<file path="src/fpsu_pkg.sv">
// ******************************
// shared widths, opcodes and the packed
// structs passed between the stages of the
// packed-data execution unit
// ******************************
`default_nettype none

package fpsu_pkg;

  parameter int HALF_W = 16;
  parameter int DATA_W = 2 * HALF_W; // two signed halves

  typedef enum logic [2:0] {
    OP_NOP,
    OP_ADD,
    OP_SUB,
    OP_RSUB, // b minus a
    OP_AND,
    OP_OR,
    OP_XOR,
    OP_MUL
  } op_e;

  // operand source for the forwarding mux
  typedef enum logic [1:0] {
    SRC_REG,
    SRC_ADD,
    SRC_MUL
  } src_e;

  typedef struct packed {
    logic ovf;  // signed overflow in some half
    logic zero; // whole word is 0
  } flags_t;

  typedef struct packed {
    logic              valid;
    op_e               op;
    logic [DATA_W-1:0] a;
    logic [DATA_W-1:0] b;
  } lane_op_t;

  typedef struct packed {
    logic              valid;
    logic [DATA_W-1:0] data;
    flags_t            flags;
  } lane_res_t;

  typedef struct packed {
    flags_t flags;
    logic   from_add;
    logic   from_mul;
  } ret_t;

endpackage

`default_nettype wire

</file>
<file path="src/fpsu_issue.sv">
// ******************************
// issue stage: operand forwarding, opcode
// decode and one registered dispatch per lane
// ******************************
`timescale 1ns/1ns
`default_nettype none

module fpsu_issue (
  input  wire                              clk,
  input  wire                              rst,
  input  wire                              in_valid,
  input  wire fpsu_pkg::op_e               in_op,
  input  wire [fpsu_pkg::DATA_W-1:0]       in_a,
  input  wire [fpsu_pkg::DATA_W-1:0]       in_b,
  input  wire fpsu_pkg::src_e              a_sel,
  input  wire fpsu_pkg::src_e              b_sel,
  input  wire [fpsu_pkg::DATA_W-1:0]       fwd_add,
  input  wire [fpsu_pkg::DATA_W-1:0]       fwd_mul,
  output fpsu_pkg::lane_op_t               add_op,
  output fpsu_pkg::lane_op_t               mul_op
);

  logic [fpsu_pkg::DATA_W-1:0] opnd_a;
  logic [fpsu_pkg::DATA_W-1:0] opnd_b;
  logic                        to_add;
  logic                        to_mul;

  logic                        add_vld;
  logic                        mul_vld;
  fpsu_pkg::op_e               op_q;
  logic [fpsu_pkg::DATA_W-1:0] a_q;
  logic [fpsu_pkg::DATA_W-1:0] b_q;

  // pick register input or the last result of a lane
  function automatic logic [fpsu_pkg::DATA_W-1:0] fwd_pick(
    input fpsu_pkg::src_e              sel,
    input logic [fpsu_pkg::DATA_W-1:0] reg_val
  );
    case (sel)
      fpsu_pkg::SRC_ADD: return fwd_add;
      fpsu_pkg::SRC_MUL: return fwd_mul;
      default:           return reg_val;
    endcase
  endfunction

  assign opnd_a = fwd_pick(a_sel, in_a);
  assign opnd_b = fwd_pick(b_sel, in_b);

  // nop issues nothing, mul goes to its own lane
  assign to_mul = in_valid && (in_op == fpsu_pkg::OP_MUL);
  assign to_add = in_valid && (in_op != fpsu_pkg::OP_MUL) && (in_op != fpsu_pkg::OP_NOP);

  always_ff @(posedge clk) begin
    if (rst) begin
      add_vld <= 1'b0;
      mul_vld <= 1'b0;
    end else begin
      add_vld <= to_add;
      mul_vld <= to_mul;
    end
  end

  always_ff @(posedge clk) begin
    op_q <= in_op;
    a_q  <= opnd_a;
    b_q  <= opnd_b;
  end

  // both lanes see the same payload, only valid differs
  assign add_op = '{add_vld, op_q, a_q, b_q};
  assign mul_op = '{mul_vld, op_q, a_q, b_q};

  a_one_lane: assert property (@(posedge clk) disable iff (rst)
    !(add_op.valid && mul_op.valid))
    else $error("issue sent one op to both lanes");

endmodule

`default_nettype wire

</file>
<file path="src/fpsu_add_lane.sv">
// ******************************
// add lane: add, sub, reverse sub and logic
// ops per 16-bit half, one registered stage
// ******************************
`timescale 1ns/1ns
`default_nettype none

module fpsu_add_lane (
  input  wire                     clk,
  input  wire                     rst,
  input  wire fpsu_pkg::lane_op_t op_in,
  output fpsu_pkg::lane_res_t     res
);

  localparam int HW = fpsu_pkg::HALF_W;
  localparam int NH = fpsu_pkg::DATA_W / fpsu_pkg::HALF_W;

  logic [fpsu_pkg::DATA_W-1:0] arith_data;
  logic [NH-1:0]               arith_ovf;
  logic [fpsu_pkg::DATA_W-1:0] next_data;
  logic                        next_ovf;

  logic                        vld_q;
  logic [fpsu_pkg::DATA_W-1:0] data_q;
  fpsu_pkg::flags_t            flags_q;

  for (genvar h = 0; h < NH; h++) begin : g_half
    logic signed [HW:0] xa;
    logic signed [HW:0] xb;
    logic signed [HW:0] sum;

    assign xa = {op_in.a[h*HW+HW-1], op_in.a[h*HW +: HW]}; // one guard bit
    assign xb = {op_in.b[h*HW+HW-1], op_in.b[h*HW +: HW]};

    always_comb begin
      case (op_in.op)
        fpsu_pkg::OP_ADD:  sum = xa + xb;
        fpsu_pkg::OP_SUB:  sum = xa - xb;
        fpsu_pkg::OP_RSUB: sum = xb - xa;
        default:           sum = '0;
      endcase
    end

    assign arith_data[h*HW +: HW] = sum[HW-1:0]; // wraps
    assign arith_ovf[h]           = sum[HW] ^ sum[HW-1];
  end

  always_comb begin
    next_ovf = 1'b0;
    case (op_in.op)
      fpsu_pkg::OP_ADD,
      fpsu_pkg::OP_SUB,
      fpsu_pkg::OP_RSUB: begin
        next_data = arith_data;
        next_ovf  = |arith_ovf;
      end
      fpsu_pkg::OP_AND: next_data = op_in.a & op_in.b;
      fpsu_pkg::OP_OR:  next_data = op_in.a | op_in.b;
      fpsu_pkg::OP_XOR: next_data = op_in.a ^ op_in.b;
      default:          next_data = '0;
    endcase
  end

  always_ff @(posedge clk) begin
    if (rst) vld_q <= 1'b0;
    else     vld_q <= op_in.valid;
  end

  always_ff @(posedge clk) begin
    data_q        <= next_data;
    flags_q.ovf   <= next_ovf;
    flags_q.zero  <= (next_data == '0);
  end

  assign res = '{vld_q, data_q, flags_q};

  // issue decode must keep multiplies out of here
  a_no_mul: assert property (@(posedge clk) disable iff (rst)
    op_in.valid |-> (op_in.op != fpsu_pkg::OP_MUL))
    else $error("multiply reached the add lane");

endmodule

`default_nettype wire

</file>
<file path="src/fpsu_mul_lane.sv">
// ******************************
// multiply lane: signed 16x16 per half, low
// half kept, MUL_DEPTH deep shift pipeline
// ******************************
`timescale 1ns/1ns
`default_nettype none

module fpsu_mul_lane #(
  parameter int MUL_DEPTH = 3
) (
  input  wire                     clk,
  input  wire                     rst,
  input  wire fpsu_pkg::lane_op_t op_in,
  output fpsu_pkg::lane_res_t     res
);

  localparam int HW = fpsu_pkg::HALF_W;
  localparam int NH = fpsu_pkg::DATA_W / fpsu_pkg::HALF_W;

  logic [fpsu_pkg::DATA_W-1:0] prod_lo;
  logic [NH-1:0]               prod_ovf;

  logic [MUL_DEPTH-1:0]        vld_q;
  logic [fpsu_pkg::DATA_W-1:0] data_q  [MUL_DEPTH];
  fpsu_pkg::flags_t            flags_q [MUL_DEPTH];

  for (genvar h = 0; h < NH; h++) begin : g_half
    logic signed [2*HW-1:0] prod;

    assign prod = $signed(op_in.a[h*HW +: HW]) * $signed(op_in.b[h*HW +: HW]);
    assign prod_lo[h*HW +: HW] = prod[HW-1:0];
    // upper bits must all copy the low half's sign
    assign prod_ovf[h] = (prod[2*HW-1:HW-1] != {(HW+1){prod[HW-1]}});
  end

  always_ff @(posedge clk) begin
    if (rst) begin
      vld_q <= '0;
    end else begin
      vld_q[0] <= op_in.valid;
      for (int i = 1; i < MUL_DEPTH; i++) begin
        vld_q[i] <= vld_q[i-1];
      end
    end
  end

  always_ff @(posedge clk) begin
    data_q[0]       <= prod_lo;
    flags_q[0].ovf  <= |prod_ovf;
    flags_q[0].zero <= (prod_lo == '0);
    for (int i = 1; i < MUL_DEPTH; i++) begin
      data_q[i]  <= data_q[i-1];
      flags_q[i] <= flags_q[i-1];
    end
  end

  assign res = '{vld_q[MUL_DEPTH-1], data_q[MUL_DEPTH-1], flags_q[MUL_DEPTH-1]};

  a_latency: assert property (@(posedge clk) disable iff (rst)
    op_in.valid |-> ##MUL_DEPTH res.valid)
    else $error("multiply result missed its slot");

endmodule

`default_nettype wire

</file>
<file path="src/fpsu_retire.sv">
// ******************************
// retire stage: merges lane flags into one
// report, keeps sticky status, raises trap
// ******************************
`timescale 1ns/1ns
`default_nettype none

module fpsu_retire (
  input  wire                      clk,
  input  wire                      rst,
  input  wire fpsu_pkg::lane_res_t add_res,
  input  wire fpsu_pkg::lane_res_t mul_res,
  input  wire fpsu_pkg::flags_t    exc_mask,
  input  wire                      status_clr,
  output logic                     ret_en,
  output fpsu_pkg::ret_t           ret,
  output fpsu_pkg::flags_t         status,
  output logic                     trap
);

  fpsu_pkg::flags_t add_fl;
  fpsu_pkg::flags_t mul_fl;
  fpsu_pkg::flags_t merged;
  logic             any_done;

  assign add_fl   = add_res.valid ? add_res.flags : '0;
  assign mul_fl   = mul_res.valid ? mul_res.flags : '0;
  assign merged   = add_fl | mul_fl; // both lanes may finish together
  assign any_done = add_res.valid | mul_res.valid;

  always_ff @(posedge clk) begin
    if (rst) begin
      ret_en <= 1'b0;
      trap   <= 1'b0;
      status <= '0;
    end else begin
      ret_en <= any_done;
      trap   <= any_done && |(merged & ~exc_mask); // mask bit set hides flag
      // clear still picks up what retires now
      status <= (status_clr ? '0 : status) | merged;
    end
  end

  always_ff @(posedge clk) begin
    ret.flags    <= merged;
    ret.from_add <= add_res.valid;
    ret.from_mul <= mul_res.valid;
  end

  a_trap_en: assert property (@(posedge clk) disable iff (rst)
    trap |-> ret_en)
    else $error("trap without a retire");

endmodule

`default_nettype wire

</file>
<file path="src/fpsu_top.sv">
// ******************************
// top of the packed-data unit: issue, add
// lane and multiply lane, then retire
// ******************************
`timescale 1ns/1ns
`default_nettype none

module fpsu_top #(
  parameter int MUL_DEPTH = 3
) (
  input  wire                        clk,
  input  wire                        rst,
  input  wire                        in_valid,
  input  wire fpsu_pkg::op_e         in_op,
  input  wire [fpsu_pkg::DATA_W-1:0] in_a,
  input  wire [fpsu_pkg::DATA_W-1:0] in_b,
  input  wire fpsu_pkg::src_e        a_sel,
  input  wire fpsu_pkg::src_e        b_sel,
  input  wire fpsu_pkg::flags_t      exc_mask,
  input  wire                        status_clr,
  output fpsu_pkg::lane_res_t        res_add,
  output fpsu_pkg::lane_res_t        res_mul,
  output logic                       ret_en,
  output fpsu_pkg::ret_t             ret,
  output fpsu_pkg::flags_t           status,
  output logic                       trap
);

  fpsu_pkg::lane_op_t add_op;
  fpsu_pkg::lane_op_t mul_op;

  fpsu_issue u_issue (
    .clk      (clk),
    .rst      (rst),
    .in_valid (in_valid),
    .in_op    (in_op),
    .in_a     (in_a),
    .in_b     (in_b),
    .a_sel    (a_sel),
    .b_sel    (b_sel),
    .fwd_add  (res_add.data), // forwarding taps
    .fwd_mul  (res_mul.data),
    .add_op   (add_op),
    .mul_op   (mul_op)
  );

  fpsu_add_lane u_add (
    .clk   (clk),
    .rst   (rst),
    .op_in (add_op),
    .res   (res_add)
  );

  fpsu_mul_lane #(
    .MUL_DEPTH (MUL_DEPTH)
  ) u_mul (
    .clk   (clk),
    .rst   (rst),
    .op_in (mul_op),
    .res   (res_mul)
  );

  fpsu_retire u_retire (
    .clk        (clk),
    .rst        (rst),
    .add_res    (res_add),
    .mul_res    (res_mul),
    .exc_mask   (exc_mask),
    .status_clr (status_clr),
    .ret_en     (ret_en),
    .ret        (ret),
    .status     (status),
    .trap       (trap)
  );

endmodule

`default_nettype wire

</file>
<file path="config.mk">
export PLATFORM = sky130hd
export DESIGN_NAME = fpsu_top
export DESIGN_NICKNAME = d
export VERILOG_FILES = /design/src/fpsu_pkg.sv /design/src/fpsu_issue.sv /design/src/fpsu_add_lane.sv /design/src/fpsu_mul_lane.sv /design/src/fpsu_retire.sv /design/src/fpsu_top.sv
export SDC_FILE = /design/constraint.sdc
export NUM_CORES = 2
export LEC_CHECK = 0
export BUFFER_PORTS_ARGS = -buffer_cell sky130_fd_sc_hd__buf_2
export CAP_MARGIN = 20
export CORE_ASPECT_RATIO = 1.5
export CORE_MARGIN = 8
export CORE_UTILIZATION = 35
export CTS_CLUSTER_SIZE = 14
export DETAILED_ROUTE_END_ITERATION = 12
export SYNTH_ARGS = -nofsm -noshare
export SYNTH_HDL_FRONTEND = slang
export SYNTH_SLANG_ARGS = --single-unit
</file>
<file path="constraint.sdc">
create_clock -name clk -period 8.4 [get_ports clk]
set_clock_uncertainty 0.1 [all_clocks]
set_input_delay 0.84 -clock clk [delete_from_list [all_inputs] [get_ports clk]]
set_output_delay 0.84 -clock clk [all_outputs]
set_load 0.02 [all_outputs]
</file>
==> metrics.txt <==
gr usage total 0.2208; Longest Clk Path Bufs 3; largest family of logic cells by synthesized area adder cells; Placeable Area 86380 sq um; initial antenna violation count 5; Synthesis Warnings 0; Chip Height 377.3 um; endpoints failing hold 0; Tmin final 7.894 ns; Synth Instances ~3400; design area 33960 sq um; CTS buffer count 26; crit-path leading delay family adder cells; drt wl/cell 22.80 um; largest net degree at the start of global routing 52; hpwl dp 89950 um; EDFF count, synth 0; Area Growth Syn to Fin 11.45%; vias in the first global route ~26000; Post-Place Cell Area 33060 sq um; Post-Route WL 107500 um; most used cell along the critical path fa_1; Remaining DRCs 0; syn_area_per_cell 9.008 sq um; number of distinct library cells after synthesis 83; CP Launch Type register; Least-Margin Pin Slew 1.171 ns; most common cell after layout, fill and taps aside inv_1; ys flop type dfxtp_1; Net count, final 4460; antenna-violating nets left 0; WP buf/inv 6; Hold Path Sink u_mul.data_q[0][41]; Vias per Instance 5.209; Slowest cell on crit path dfxtp_1; async set-or-reset flop fraction in the synthesized netlist 0; CTS root buf clkbuf_16; fin crit share 0.9398; FP Rows 132; RSZ-0062 raised after global routing false; clock-pin slew on the worst setup and hold paths 0.06 ns; Synthesized Nets 4287; critical-path maximum fanout 8; r2r startpoint u_issue.b_q[8]; gp weighted congestion approximately 0.99; first-pass GRT wire length 163000 um; Synth Area in XOR/XNOR 0.04398; slowest cell delay on critical path 0.55 ns; layout cells sized above 1 0.1074; total congestion overflow 0; hold path start u_mul.data_q[0][9]; Slew Limit Fails 0; adder-cell share of the synthesized area 0.4701; Crit. End Element register; CTS tree done; Worst EP arrival 8.24 ns; worst slack, placed 0.2556 ns; DRT Pass-1 Iters 6; # setup viols final 0; setup ws final 0.5059 ns; num ports 155; post-synthesis simple-gate area fraction 0.1260; Compound-Gate Fraction of Synth Area 0.1110; R2R setup slack 0.51 ns; die area 96940 sq um; worst endpoint required time between 8 and 9 ns; maxcap violations 0; Max Fclk 126.7 MHz; most frequent cells in the layout inv_1, fa_1, nand2_1, ha_1, nor2_1; Seq/Total Area, Yosys 0.1426; Sum Neg Setup Slack 0 ns; H-tree level count 1; max_slew headroom 0.2193; Die X 256.9 um; Vias 24560; number of hold buffers added after CTS 0; path depth of the worst reg2reg path 25; worst skew pair latency 0.56 ns; Min-Delay Path Depth 0; Initial Utilization 0.3527; area of the mapped netlist 30470 sq um; Port Buf Inserts about 150; mux cell area share after synthesis 0.007598; r2r endpoint u_mul.flags_q[0][1]; status complete, no violations; Synth Register Bits 217; clock sink count 217; DR iter-0 viols 1662; Hold Crit Class reg2reg; WS Path Type reg2reg
## cells in the mapped netlist, types with 11 or more instances
cell type	instances	area (sq um)
o21a_1	16	120.1
nand2b_1	17	106.4
nand3_1	20	100.1
a211oi_1	15	112.6
nor2b_1	24	150.1
and3_1	13	81.33
nor2_1	262	983.4
nor3_1	45	225.2
inv_1	565	2121
or3_1	11	68.82
o221ai_1	14	122.6
clkbuf_1	110	412.9
nand4_1	12	75.07
fa_1	528	10570
a21oi_1	107	535.5
ha_1	300	3754
o21ai_0	127	635.6
buf_4	37	277.8
mux2i_1	22	220.2
clkinv_1	23	86.33
xnor2_1	117	1025
a21o_1	34	255.2
a22oi_1	75	563.0
nand2_1	433	1625
o22ai_1	11	68.82
dfxtp_1	217	4344
nor4_1	12	75.07
o21bai_1	14	105.1
xor2_1	36	315.3
## layout make-up
class	instances	area, sq um
Antenna cell	2	5.005
Clock buffer	32	693.2
Clock inverter	15	195.2
Fill cell	8726	52420
Inverter	598	2245
Multi-Input combinational cell	2408	23140
Sequential cell	217	4345
Tap cell	1139	1425
Timing Repair Buffer	304	1909
## worst reg2reg max path, stage by stage (launching register included)
cell and delay, ns:
dfxtp_1 0.55, buf_4 0.25, nand2_1 0.09, fa_1 0.53, inv_1 0.06, fa_1 0.51
inv_1 0.08, fa_1 0.53, inv_1 0.05, fa_1 0.47, fa_1 0.50, inv_1 0.06
fa_1 0.49, inv_1 0.05, ha_1 0.34, a21o_1 0.25, a221o_1 0.32, a21oi_1 0.14
o211ai_1 0.20, o31ai_1 0.41, xnor2_1 0.19, nand3b_1 0.13, or4_1 0.47, a211oi_1 0.44
o2111ai_1 0.21, a2111o_1 0.38
## flip-flops by register name, summed over array words and instances (netlist names), 2 cells and up
register and flops:
u_add.data_q 32, u_add.res 2, u_issue.a_q 32, u_issue.b_q 32, u_issue.op_q 3, u_mul.data_q 96
u_mul.flags_q 6, u_mul.vld_q 3, u_retire.ret 4, u_retire.status 2
## routing by layer
layer  wire (um)  vias to the layer above  global-route usage
met3        6158                      326             0.03199
met5          37                        -                   0
met1       38970                    12260              0.2450
met4        9144                        6              0.1519
met2       53170                      938              0.3886
li1            -                    11040                   -
## metrics by stage
stage,std cells,util,hold slack (ns)
finish,4715,0.3931,0.2180
global placement,4666,0.3827,0.2097
floorplan,3382,-,0.2096
global route,4713,0.3930,0.2303
detailed placement,4666,0.3827,0.2121
CTS,4713,0.3930,0.2168
## cells by family (layout without fill, tap and decap cells)
| family | count (synthesis) | count (layout) |
|---|---|---|
| adders and majority gates | 828 | 828 |
| muxes | 23 | 23 |
| and+or+nand+nor | 891 | 891 |
| AOI/OAI and AO/OA | 513 | 513 |
| buffers and inverters | 757 | 949 |
| DFF | 217 | 217 |
| xor gates and xnor gates | 153 | 153 |
| other | 0 | 2 |
## timing repair
item / 4_1_cts / 5_1_grt
setup endpoints to repair: 0 / 1
setup buffers: 0 / 0
gates resized for setup: 0 / 1
## how the worst max path moves through the flow
stage / start / end / slack, ns / cells after the start
floorplan: u_issue.b_q[3] / u_mul.flags_q[0][1] / 0.73 / 25
global placement: u_issue.a_q[6] / u_mul.flags_q[0][1] / 0.47 / 24
detailed placement: u_issue.a_q[6] / u_mul.flags_q[0][1] / 0.26 / 23
CTS: u_issue.a_q[6] / u_mul.flags_q[0][1] / 0.23 / 23
global route: u_issue.b_q[2] / u_mul.flags_q[0][1] / 0.11 / 23
finish: u_issue.b_q[8] / u_mul.flags_q[0][1] / 0.51 / 25
Power is not shown: default switching activity piles up to over one toggle a cycle in this logic, so the estimate is an artifact.
